File: config.mk
export PLATFORM = sky130hd
export DESIGN_NAME = pcs_rx
export DESIGN_NICKNAME = d
export VERILOG_FILES = /design/src/pcs_rx_pkg.sv /design/src/pcs_rx_lock_state.sv /design/src/pcs_rx_descrambler.sv /design/src/pcs_rx_decoder.sv /design/src/pcs_rx_block_err_counter.sv /design/src/pcs_rx.sv
export SDC_FILE = /design/constraint.sdc
export NUM_CORES = 1
export LEC_CHECK = 0
export BUFFER_PORTS_ARGS = -buffer_cell sky130_fd_sc_hd__buf_2
export CORE_ASPECT_RATIO = 2
export CORE_MARGIN = 2
export CORE_UTILIZATION = 65
export CTS_BUF_LIST = sky130_fd_sc_hd__clkbuf_8
export DETAILED_ROUTE_END_ITERATION = 8
export HOLD_SLACK_MARGIN = 0.02
export MAX_ROUTING_LAYER = met4
export PLACE_DENSITY = 0.9
export SLEW_MARGIN = 20
export SYNTH_ARGS = -nofsm -noshare
export SYNTH_HDL_FRONTEND = slang
export SYNTH_SLANG_ARGS = --single-unit
export TNS_END_PERCENT = 20
File: constraint.sdc
create_clock -name i_xver_rx_clk -period 6.35 [get_ports i_xver_rx_clk]
set_input_delay 0.635 -clock i_xver_rx_clk [delete_from_list [all_inputs] [get_ports i_xver_rx_clk]]
set_output_delay 0.635 -clock i_xver_rx_clk [all_outputs]
set_load 0.05 [all_outputs]
File: src/pcs_rx_pkg.sv
package pcs_rx_pkg;

    // Basic widths
    typedef logic [31:0] xgmii_data_t;
    typedef logic [3:0]  xgmii_ctl_t;
    typedef logic [1:0]  sync_hdr_t;
    typedef logic [7:0]  block_type_t;
    typedef logic [7:0]  err_count_t;

    // Sync header values
    localparam sync_hdr_t SYNC_DATA = 2'b01;
    localparam sync_hdr_t SYNC_CTRL = 2'b10;

    // XGMII control characters
    localparam logic [7:0] RS_IDLE  = 8'h07;
    localparam logic [7:0] RS_START = 8'hFB;
    localparam logic [7:0] RS_TERM  = 8'hFD;
    localparam logic [7:0] RS_ERROR = 8'hFE;

    // Supported 64b/66b block types
    localparam block_type_t BT_IDLE  = 8'h1E;
    localparam block_type_t BT_START = 8'h78;
    localparam block_type_t BT_TERM0 = 8'h87;
    localparam block_type_t BT_TERM1 = 8'h99;
    localparam block_type_t BT_TERM2 = 8'hAA;
    localparam block_type_t BT_TERM3 = 8'hB4;
    localparam block_type_t BT_TERM4 = 8'hCC;
    localparam block_type_t BT_TERM5 = 8'hD2;
    localparam block_type_t BT_TERM6 = 8'hE1;
    localparam block_type_t BT_TERM7 = 8'hFF;

    // Lock thresholds, counted in sync headers
    localparam int LOCK_GOOD_HDRS  = 64;
    localparam int UNLOCK_BAD_HDRS = 16;
    localparam int SLIP_WAIT_HDRS  = 16;

    // Descrambled word on its way to the decoder
    typedef struct packed {
        xgmii_data_t data;
        sync_hdr_t   header;
        logic        data_valid;
        logic        header_valid;
    } rx_word_t;

    // Decoded XGMII word
    typedef struct packed {
        xgmii_data_t data;
        xgmii_ctl_t  ctl;
        logic        valid;
        xgmii_ctl_t  term_loc;
    } xgmii_rx_t;

    typedef enum logic [1:0] {
        LS_HUNT,
        LS_SLIP_WAIT,
        LS_LOCKED
    } lock_state_e;

endpackage

File: src/pcs_rx_lock_state.sv
`timescale 1ns/100ps

module pcs_rx_lock_state (
    input  logic                  i_xver_rx_clk,
    input  logic                  i_rx_reset,
    input  pcs_rx_pkg::sync_hdr_t i_header,
    input  logic                  i_header_valid,
    output logic                  o_slip,
    output logic                  o_block_lock
);

    import pcs_rx_pkg::*;

    localparam int WINDOW_HDRS = 64;
    localparam int CNT_W       = $clog2(WINDOW_HDRS) + 1;

    lock_state_e      state_q;
    logic [CNT_W-1:0] good_cnt_q;
    logic [CNT_W-1:0] win_cnt_q;
    logic [CNT_W-1:0] bad_cnt_q;
    logic             slip_q;
    logic             hdr_good;

    // Only 01 and 10 are legal sync headers
    assign hdr_good = (i_header == SYNC_DATA) || (i_header == SYNC_CTRL);

    always_ff @(posedge i_xver_rx_clk) begin
        if (i_rx_reset) begin
            state_q    <= LS_HUNT;
            good_cnt_q <= '0;
            win_cnt_q  <= '0;
            bad_cnt_q  <= '0;
            slip_q     <= 1'b0;
        end else begin
            slip_q <= 1'b0;
            if (i_header_valid) begin
                case (state_q)
                    LS_HUNT: begin
                        if (!hdr_good) begin
                            // Wrong alignment, ask the gearbox to move one bit
                            slip_q     <= 1'b1;
                            state_q    <= LS_SLIP_WAIT;
                            good_cnt_q <= '0;
                            win_cnt_q  <= '0;
                        end else if (good_cnt_q == CNT_W'(LOCK_GOOD_HDRS - 1)) begin
                            state_q    <= LS_LOCKED;
                            good_cnt_q <= '0;
                            win_cnt_q  <= '0;
                            bad_cnt_q  <= '0;
                        end else begin
                            good_cnt_q <= good_cnt_q + 1'b1;
                        end
                    end

                    LS_SLIP_WAIT: begin
                        // Let the slipped alignment settle before judging it
                        if (win_cnt_q == CNT_W'(SLIP_WAIT_HDRS - 1)) begin
                            state_q    <= LS_HUNT;
                            good_cnt_q <= '0;
                            win_cnt_q  <= '0;
                        end else begin
                            win_cnt_q <= win_cnt_q + 1'b1;
                        end
                    end

                    LS_LOCKED: begin
                        if (!hdr_good && bad_cnt_q == CNT_W'(UNLOCK_BAD_HDRS - 1)) begin
                            // Too many bad headers in this window
                            slip_q    <= 1'b1;
                            state_q   <= LS_SLIP_WAIT;
                            win_cnt_q <= '0;
                            bad_cnt_q <= '0;
                        end else if (win_cnt_q == CNT_W'(WINDOW_HDRS - 1)) begin
                            // Window done, start a fresh one
                            win_cnt_q <= '0;
                            bad_cnt_q <= '0;
                        end else begin
                            win_cnt_q <= win_cnt_q + 1'b1;
                            if (!hdr_good) begin
                                bad_cnt_q <= bad_cnt_q + 1'b1;
                            end
                        end
                    end

                    default: begin
                        state_q <= LS_HUNT;
                    end
                endcase
            end
        end
    end

    assign o_slip       = slip_q;
    assign o_block_lock = (state_q == LS_LOCKED);

endmodule

File: src/pcs_rx_descrambler.sv
`timescale 1ns/100ps

module pcs_rx_descrambler #(
    parameter bit SCRAMBLER_BYPASS = 1'b0
) (
    input  logic                    i_xver_rx_clk,
    input  logic                    i_rx_reset,
    input  pcs_rx_pkg::xgmii_data_t i_data,
    input  pcs_rx_pkg::sync_hdr_t   i_header,
    input  logic                    i_data_valid,
    input  logic                    i_header_valid,
    output pcs_rx_pkg::rx_word_t    o_word
);

    import pcs_rx_pkg::*;

    localparam int POLY_LEN = 58;
    localparam int TAP      = 39;
    localparam int W        = $bits(xgmii_data_t);

    // hist_q[POLY_LEN-1] is the most recently received scrambled bit
    logic [POLY_LEN-1:0]   hist_q;
    logic [POLY_LEN+W-1:0] stream;
    xgmii_data_t           descr;

    xgmii_data_t data_q;
    sync_hdr_t   hdr_q;
    logic        dv_q;
    logic        hv_q;

    // Bit i of the word sits at stream[POLY_LEN+i], so s39 and s58 are
    // always inside the stored history for a 32-bit word
    assign stream = {i_data, hist_q};
    assign descr  = i_data ^ stream[POLY_LEN-TAP +: W] ^ stream[0 +: W];

    // History moves only on valid words, so a gearbox pause freezes it
    always_ff @(posedge i_xver_rx_clk) begin
        if (i_data_valid) begin
            hist_q <= stream[W +: POLY_LEN];
        end
    end

    always_ff @(posedge i_xver_rx_clk) begin
        data_q <= SCRAMBLER_BYPASS ? i_data : descr;
        hdr_q  <= i_header;
    end

    always_ff @(posedge i_xver_rx_clk) begin
        if (i_rx_reset) begin
            dv_q <= 1'b0;
            hv_q <= 1'b0;
        end else begin
            dv_q <= i_data_valid;
            hv_q <= i_header_valid && i_data_valid;
        end
    end

    assign o_word = '{data: data_q, header: hdr_q, data_valid: dv_q, header_valid: hv_q};

endmodule

File: src/pcs_rx_decoder.sv
`timescale 1ns/100ps

module pcs_rx_decoder (
    input  logic                  i_xver_rx_clk,
    input  logic                  i_rx_reset,
    input  pcs_rx_pkg::rx_word_t  i_word,
    output pcs_rx_pkg::xgmii_rx_t o_xgmii,
    output logic                  o_blk_err
);

    import pcs_rx_pkg::*;

    localparam int NBYTES = $bits(xgmii_ctl_t);

    // Terminate lane for a block type, 8 when the type has none
    function automatic logic [3:0] term_lane(block_type_t bt);
        case (bt)
            BT_TERM0: term_lane = 4'd0;
            BT_TERM1: term_lane = 4'd1;
            BT_TERM2: term_lane = 4'd2;
            BT_TERM3: term_lane = 4'd3;
            BT_TERM4: term_lane = 4'd4;
            BT_TERM5: term_lane = 4'd5;
            BT_TERM6: term_lane = 4'd6;
            BT_TERM7: term_lane = 4'd7;
            default:  term_lane = 4'd8;
        endcase
    endfunction

    sync_hdr_t   hdr_q;
    block_type_t type_q;
    logic        second_q;

    logic        first_word;
    logic        second_word;
    sync_hdr_t   cur_hdr;
    block_type_t cur_type;
    logic [3:0]  term_pos;
    logic        type_ok;
    logic        blk_bad;
    xgmii_data_t term_src;
    logic [3:0]  lane;
    xgmii_data_t dec_data;
    xgmii_ctl_t  dec_ctl;
    xgmii_ctl_t  term_loc;

    xgmii_data_t data_q;
    xgmii_ctl_t  ctl_q;
    logic        valid_q;
    xgmii_ctl_t  term_q;
    logic        blk_err_q;

    assign first_word  = i_word.data_valid && i_word.header_valid;
    assign second_word = i_word.data_valid && !i_word.header_valid;

    // Second word decodes against what the first word left behind
    assign cur_hdr  = first_word ? i_word.header : hdr_q;
    assign cur_type = first_word ? i_word.data[7:0] : type_q;
    assign term_pos = term_lane(cur_type);
    assign type_ok  = (cur_type == BT_IDLE) || (cur_type == BT_START) || (term_pos != 4'd8);

    // Bad header, unknown type, or a second word with no first word
    assign blk_bad = !((cur_hdr == SYNC_DATA) || (cur_hdr == SYNC_CTRL))
                     || ((cur_hdr == SYNC_CTRL) && !type_ok)
                     || (second_word && !second_q);

    // Data ahead of a terminate starts one byte up, after the type byte.
    // For T4..T7 lane 3 would need the next word's first byte and reads zero
    assign term_src = {8'h00, i_word.data[31:8]};

    always_comb begin
        lane     = '0;
        dec_data = i_word.data;
        dec_ctl  = '0;
        if (blk_bad) begin
            dec_data = {NBYTES{RS_ERROR}};
            dec_ctl  = '1;
        end else if (cur_hdr == SYNC_CTRL) begin
            for (int i = 0; i < NBYTES; i++) begin
                lane = first_word ? 4'(i) : 4'(i + NBYTES);
                if (cur_type == BT_IDLE) begin
                    dec_data[i*8 +: 8] = RS_IDLE;
                    dec_ctl[i]         = 1'b1;
                end else if (cur_type == BT_START) begin
                    // Data bytes already sit in their own lanes
                    if (lane == 4'd0) begin
                        dec_data[i*8 +: 8] = RS_START;
                        dec_ctl[i]         = 1'b1;
                    end
                end else if (lane < term_pos) begin
                    dec_data[i*8 +: 8] = term_src[i*8 +: 8];
                end else if (lane == term_pos) begin
                    dec_data[i*8 +: 8] = RS_TERM;
                    dec_ctl[i]         = 1'b1;
                end else begin
                    dec_data[i*8 +: 8] = RS_IDLE;
                    dec_ctl[i]         = 1'b1;
                end
            end
        end
    end

    // Early terminate flags for the MAC
    always_comb begin
        for (int i = 0; i < NBYTES; i++) begin
            term_loc[i] = i_word.data_valid && dec_ctl[i] && (dec_data[i*8 +: 8] == RS_TERM);
        end
    end

    always_ff @(posedge i_xver_rx_clk) begin
        if (first_word) begin
            hdr_q  <= i_word.header;
            type_q <= i_word.data[7:0];
        end
        data_q <= dec_data;
        ctl_q  <= dec_ctl;
    end

    always_ff @(posedge i_xver_rx_clk) begin
        if (i_rx_reset) begin
            second_q  <= 1'b0;
            valid_q   <= 1'b0;
            term_q    <= '0;
            blk_err_q <= 1'b0;
        end else begin
            if (first_word) begin
                second_q <= 1'b1;
            end else if (second_word) begin
                second_q <= 1'b0;
            end
            valid_q   <= i_word.data_valid;
            term_q    <= term_loc;
            blk_err_q <= second_word && blk_bad;
        end
    end

    assign o_xgmii   = '{data: data_q, ctl: ctl_q, valid: valid_q, term_loc: term_q};
    assign o_blk_err = blk_err_q;

endmodule

File: src/pcs_rx_block_err_counter.sv
`timescale 1ns/100ps

module pcs_rx_block_err_counter (
    input  logic                   i_xver_rx_clk,
    input  logic                   i_rx_reset,
    input  logic                   i_blk_err,
    input  logic                   i_block_lock,
    output pcs_rx_pkg::err_count_t o_count
);

    import pcs_rx_pkg::*;

    err_count_t count_q;
    logic       count_full;

    // Sticks at the top value instead of wrapping
    assign count_full = &count_q;

    always_ff @(posedge i_xver_rx_clk) begin
        if (i_rx_reset) begin
            count_q <= '0;
        end else if (i_blk_err && i_block_lock && !count_full) begin
            // Errors while hunting are expected and not counted
            count_q <= count_q + 1'b1;
        end
    end

    assign o_count = count_q;

endmodule

File: src/pcs_rx.sv
`timescale 1ns/100ps

module pcs_rx #(
    parameter bit SCRAMBLER_BYPASS = 1'b0
) (
    input  logic                    i_xver_rx_clk,
    input  logic                    i_rx_reset,

    // From the transceiver gearbox
    input  pcs_rx_pkg::xgmii_data_t i_xver_rx_data,
    input  pcs_rx_pkg::sync_hdr_t   i_xver_rx_header,
    input  logic                    i_xver_rx_data_valid,
    input  logic                    i_xver_rx_header_valid,
    output logic                    o_xver_rx_gearbox_slip,

    // Status
    output logic                    o_block_lock,
    output pcs_rx_pkg::err_count_t  o_errored_blocks,

    // XGMII receive side, valid is non-standard
    output pcs_rx_pkg::xgmii_data_t o_xgmii_rx_data,
    output pcs_rx_pkg::xgmii_ctl_t  o_xgmii_rx_ctl,
    output logic                    o_xgmii_rx_valid,
    output pcs_rx_pkg::xgmii_ctl_t  o_term_loc
);

    import pcs_rx_pkg::*;

    rx_word_t  desc_word;
    xgmii_rx_t xgmii;
    logic      block_lock;
    logic      blk_err;

    // Lock works on the raw headers, ahead of the datapath
    pcs_rx_lock_state u_lock_state (
        .i_xver_rx_clk  (i_xver_rx_clk),
        .i_rx_reset     (i_rx_reset),
        .i_header       (i_xver_rx_header),
        .i_header_valid (i_xver_rx_header_valid),
        .o_slip         (o_xver_rx_gearbox_slip),
        .o_block_lock   (block_lock)
    );

    pcs_rx_descrambler #(
        .SCRAMBLER_BYPASS (SCRAMBLER_BYPASS)
    ) u_descrambler (
        .i_xver_rx_clk  (i_xver_rx_clk),
        .i_rx_reset     (i_rx_reset),
        .i_data         (i_xver_rx_data),
        .i_header       (i_xver_rx_header),
        .i_data_valid   (i_xver_rx_data_valid),
        .i_header_valid (i_xver_rx_header_valid),
        .o_word         (desc_word)
    );

    pcs_rx_decoder u_decoder (
        .i_xver_rx_clk (i_xver_rx_clk),
        .i_rx_reset    (i_rx_reset),
        .i_word        (desc_word),
        .o_xgmii       (xgmii),
        .o_blk_err     (blk_err)
    );

    pcs_rx_block_err_counter u_block_err_counter (
        .i_xver_rx_clk (i_xver_rx_clk),
        .i_rx_reset    (i_rx_reset),
        .i_blk_err     (blk_err),
        .i_block_lock  (block_lock),
        .o_count       (o_errored_blocks)
    );

    assign o_block_lock     = block_lock;
    assign o_xgmii_rx_data  = xgmii.data;
    assign o_xgmii_rx_ctl   = xgmii.ctl;
    assign o_xgmii_rx_valid = xgmii.valid;
    assign o_term_loc       = xgmii.term_loc;

endmodule

* After elaboration in Yosys (flattened, before gate mapping)
Index checks and enable logic that the tools add are counted.
Cells by class: $add $sub $neg 4, $lt $le $gt $ge 4, equality and inequality tests 35, mux-type cells 72, bitwise operators 3, reduce and logical (&&, ||, !) cells 44
Operators with widths (number):
- two-way mux 8 bit | 21
- equality test 8 bit (second input constant) | 12
- two-way mux 7 bit | 12
- two-way mux 32 bit | 2
- bitwise XOR 32 bit | 2
- case mux 4 bit (8 select lines) | 1
- case mux 7 bit (2 select lines) | 2
- adder 7 x 1 -> 7 bit (second input constant) | 3
- case mux 7 bit (3 select lines) | 1
- two-way mux 1 bit | 20
- logical AND 1 bit | 17
- equality test 4 bit | 4
- logical NOT 4 bit | 4
- < comparator 4 bit | 4
- equality test 7 x 4 -> 1 bit (second input constant) | 2
- equality test 7 x 6 -> 1 bit (second input constant) | 2
- two-way mux 3 bit | 4
- two-way mux 2 bit | 5
- adder 8 x 1 -> 8 bit (second input constant) | 1
- equality test 8 x 5 -> 1 bit (second input constant) | 1
- equality test 8 x 7 -> 1 bit (second input constant) | 1
- two-way mux 4 bit | 2
- != test 4 bit (second input constant) | 2
- AND reduction 8 bit | 1
- 17 further kinds | 36
Word-level totals: register bits after elaboration 179, bits of input ports 38, output and inout bits 51, logic and storage cells 181

* Longest topological paths before layout
depth in word-level cells 13, mapped depth 15, gate-level depth less buffers 13

* Modules after synthesis
A second synthesis with hierarchy kept.
Second synthesis, totals: cell total of the unflattened synthesis 658, area total of the unflattened synthesis 7664.9 um2
By module, submodules not included:
- pcs_rx_descrambler | times used 1, cells an instance 130, area each 3253.1 um2, sequential area each 2462.4 um2
- pcs_rx_decoder | times used 1, cells an instance 313, area each 2610.0 um2, sequential area each 1061.0 um2
- pcs_rx_lock_state | times used 1, cells an instance 170, area each 1420.1 um2, sequential area each 480.5 um2
- pcs_rx_block_err_counter | times used 1, cells an instance 45, area each 381.6 um2, sequential area each 160.2 um2

* Worst setup path after synthesis
No wires, ideal clock.
path type register to register, start reg u_descrambler.hv_q, end reg u_decoder.data_q[7], setup time 0.058 ns, data arrival time 3.203 ns, data required time 6.292 ns, setup slack 3.088 ns, cell stages (with the launch flop) 15, path buffers 2, period minus slack after synthesis 3.262 ns, path through dfxtp_1 > and2_1 > buf_6 > inv_2 > buf_6 > nand3b_1 > a2111oi_0 > or3_4 > nor2_1 > ha_1 > nand3_1 > nor4_1 > a21oi_4 > a2111oi_0 > a211o_1
On the way: longest elaborated chain between the ends 11, elaborated cells between the ends (all ways) 39, classes of those cells 1 x order compare; 14 x eq/ne; 11 x mux; 13 x reduce/logical
Ends and longest elaborated chain:
- start, declared | RTL line pcs_rx_descrambler.sv:29 | logic hv_q;
- start signal, assigned | RTL line pcs_rx_descrambler.sv:54 | hv_q <= i_header_valid && i_data_valid;
- parallel branches: the longest is 10 deep, another holds < comparator 4 bit
- two-way mux 32 bit * | RTL line pcs_rx_decoder.sv:75 | if (blk_bad) begin
- net u_decoder.dec_data[7] | RTL line pcs_rx_decoder.sv:43 | xgmii_data_t dec_data;
- end signal, assigned | RTL line pcs_rx_decoder.sv:115 | data_q <= dec_data;
- end, declared | RTL line pcs_rx_decoder.sv:47 | xgmii_data_t data_q;
Mark *: on every way through the listed nets, which the timed path passes. A chain may end at the register's enable or synchronous reset.

* Worst setup path in the final report
start reg u_descrambler.hv_q, end reg u_decoder.data_q[7]
On the way: longest elaborated chain between the ends 11, elaborated cells between the ends (all ways) 39, classes of those cells 1 x order compare; 14 x eq/ne; 11 x mux; 13 x reduce/logical
Ends and longest elaborated chain:
- logical AND 1 bit * | RTL line pcs_rx_decoder.sv:53 | assign first_word = i_word.data_valid && i_word.header_valid;
- two-way mux 8 bit * | RTL line pcs_rx_decoder.sv:58 | assign cur_type = first_word ? i_word.data[7:0] : type_q;
- net u_decoder.cur_type[2] | RTL line pcs_rx_decoder.sv:37 | block_type_t cur_type;
- parallel branches: the longest is 8 deep, another holds < comparator 4 bit
- two-way mux 32 bit * | RTL line pcs_rx_decoder.sv:75
- net u_decoder.dec_data[7] | RTL line pcs_rx_decoder.sv:43
Marks and branches as above.

==> results.yml <==
status:
  outcome: "finished, final reports clean"
setup_path:
  worstSetupEndpointType: "flip-flop"
  reg2reg_slack_ps: 1720
  critical_path_buf_inv_count: 1
  crit_path_start_kind: "flip-flop"
  worst_ep_required_time_ps: 6760
  reg2reg_to: "u_decoder.data_q[7]$_DFF_P_"
  path_cells: "and2_1, inv_2, mux2_2, nand2_1, nor4b_2, nor2_1, ha_1, nand3_1, nor4_1, a21oi_4, a2111oi_0, a211o_1"
  crit_family: "simple AND/OR/NAND/NOR gates"
  max_stage_delay_ps: 790
  critPathSlowestCell: "and2_1"
  critPathArrivalTime_ps: 5040
  crit_fanout: 26
  path_class: "reg -> reg"
  reg2reg_depth: 12
  r2r-start: "u_descrambler.hv_q$_SDFF_PP0_"
timing:
  slew_headroom_pct: 41.2
  finalClockSkew_ps: 21.1
  max_freq_ghz: 0.216
  setup_violations: 0
  drv_slew: 0
  finalCritPeriodShare_pct: 72.9
  rsz0062_at_grt: "false"
  hold_violations: 0
  finalCriticalPeriod_ps: 4630
  setup_tns_ps: 0
  tightest_slew_ps: 882
pwr:
  ir_drop_mv: 0.290
  leakage_nw: 3.06
  power_density_mw_per_mm2: 329
  p_total_mw: 2.73
clock_tree:
  cts_buffers: 17
  cts_tree: "built"
  cts_setup_buffers: 0
  cts_resized: 0
  clockRootBuffer: "clkbuf_8"
  clk-insertion-delay-late_ps: 470
  cts_sinks: 179
  cts_max_level: 4
  clk_pin_slew_ps: 100
  clockBufferDepth: 2
  cts-hold-fix-buffers: 0
global_routing:
  grt_pass1_wl_mm: 26.5
  grt_usage_pct: 28.8
  antenna_found_initial: 0
  grt_max_degree: 60
  grt-ovfl-total: 0
  grt_pass1_vias: 5410
logic_synthesis:
  yosys_most_used_dff: "dfxtp_1"
  synth_area_mm2: 0.00736
  synth_nets: 704
  synth_edf_count: 58
  netlist_instances: 657
  ys.warnings.count: 0
  ys_types: 77
  synthArstFlopShare_pct: 0
  yosys_register_bits: 179
  yosysSeqAreaShare_pct: 56.6
  syn_area_per_cell_um2: 11.2
detailed_routing:
  drt_wl_total_mm: 16.5
  dr.pass1.iters: 6
  drt-initial-drc-count: 710
  drc: 0
  postRouteAntennaNets: 0
  wl_per_cell_um: 18.3
  vias: 5463
  routed_via_density: 6.04
cells_and_area:
  layout_commonest_cell: "dfxtp_1"
  drive_gt1_share_pct: 19.0
  final_nets: 797
  layout_common_cells: "dfxtp_1, buf_2, xnor2_1"
  design_area_mm2: 0.00831
  area_growth_pct: 12.8
  n_fill_cell: 798
  stdcell_count: 905
  diodes: 0
floorplanning:
  initial_core_util_pct: 66.0
  die_h_um: 155
  io_pins: 89
  rows: 55
  dieWidth_um: 79.3
  core_mm2: 0.0111
  dieArea_mm2: 0.0122
min_path:
  min_to: "u_descrambler.hdr_q[1]$_DFF_P_"
  holdPathStages: 1
  hold_class: "in -> reg"
  hp-start: "i_xver_rx_header[1]"
placement:
  dp_hpwl_mm: 12.0
  dp.cells: 873
  place_area_mm2: 0.00790
  io_buffers: 88
  place.gp.congestion: 0.981
flow_run:
  cap_viol_max_count: 0
## cells by family (layout without fill, tap and decap cells)
group	after synthesis	count (layout)	synth area share, %
DFF	179	179	56.6
AOI/OAI and AO/OA	159	159	15.2
adders and majority gates	9	9	1.53
and+or+nand+nor	183	183	13.3
muxes	7	7	0.969
xor gates and xnor gates	83	83	9.87
buffers and inverters	37	143	2.53
## stage by stage
step	hold WS (ps)	worst slack (ps)	utilization [%]
floorplan	400	3090	-
global placement	402	1960	70.8
detailed placement	406	1830	70.8
CTS	322	1790	74.5
global route	312	1330	74.5
finish	341	1720	74.5
## cell usage after synthesis, types with 3 or more instances
cell type  count  area (µm²)
and4b_1        4        40.0
nand2_1       41         154
a21boi_0       5        37.5
and3_1         4        25.0
mux2i_1        6        60.1
nor2b_1        3        18.8
nand2b_1       5        31.3
a31oi_1        3        18.8
nor2_1        49         184
nand4_1       10        62.6
edfxtp_1      58        1740
nor3_1         9        45.0
nor4_1         4        25.0
o21bai_1       7        52.6
and2_1         3        18.8
clkbuf_1      10        37.5
xor2_1        11        96.3
a221o_1        6        60.1
nand4b_1       4        35.0
a21oi_1       25         125
buf_6          6        67.6
or2_2          3        18.8
nand3_1       12        60.1
o31ai_1        5        37.5
dfxtp_1      121        2420
o21ai_0       49         245
a211oi_1       6        45.0
o21a_1         5        37.5
a211o_1        3        26.3
o32a_1         4        40.0
inv_1         18        67.6
nand3b_1       6        45.0
o21ai_1        6        30.0
ha_1           9         113
xnor2_1       72         631
or3_1         12        75.1
## worst max path at each step
stage                                        from  cells after the start                            to  slack [ps]
finish              u_descrambler.hv_q$_SDFF_PP0_                     12   u_decoder.data_q[7]$_DFF_P_        1720
global route        u_descrambler.dv_q$_SDFF_PP0_                     10  u_decoder.data_q[27]$_DFF_P_        1330
CTS                 u_descrambler.dv_q$_SDFF_PP0_                     12   u_decoder.data_q[7]$_DFF_P_        1790
detailed placement  u_descrambler.hv_q$_SDFF_PP0_                     12   u_decoder.data_q[7]$_DFF_P_        1830
global placement    u_descrambler.hv_q$_SDFF_PP0_                     12   u_decoder.data_q[7]$_DFF_P_        1960
floorplan           u_descrambler.hv_q$_SDFF_PP0_                     14   u_decoder.data_q[7]$_DFF_P_        3090
## cell type report
class | instances | area [µm²] | share of cell area, %
Sequential cell | 179 | 4160 | 50.1
Multi-Input combinational cell | 441 | 3010 | 36.3
Timing Repair Buffer | 92 | 470 | 5.66
Clock buffer | 17 | 234 | 2.82
Clock inverter | 15 | 179 | 2.15
Tap cell | 142 | 178 | 2.14
Inverter | 19 | 71.3 | 0.858
## per-layer routing
layer | GRT usage [%] | wire [µm] | vias to the layer above
met3 | 6.36 | 1030 | 58
met4 | 10.9 | 556 | 0
met5 | - | 0 | -
met2 | 45.8 | 8120 | 265
li1 | - | - | 2573
met1 | 36.1 | 6820 | 2567
## state kept, by name (all words and copies together), names as in the netlist, 7 cells and up
register,cells
u_block_err_counter.o_count,8
u_decoder.data_q,32
u_decoder.type_q,8
u_descrambler.data_q,32
u_descrambler.hist_q,58
u_lock_state.bad_cnt_q,7
u_lock_state.good_cnt_q,7
u_lock_state.win_cnt_q,7
## power by group
group          switching [mW]  internal, mW  total, mW
logic                   0.347         0.177      0.523
registers               0.110          1.31       1.42
clock network           0.454         0.336      0.790
total                   0.911          1.82       2.73
## worst reg2reg max path: stages, from the launching register on
cell and delay (ps):
dfxtp_1 630, and2_1 790, inv_2 400, mux2_2 380
nand2_1 140, nor4b_2 430, nor2_1 90, ha_1 340
nand3_1 100, nor4_1 580, a21oi_4 160, a2111oi_0 400
a211o_1 160
Note: power is estimated with default switching activity, not from simulation.
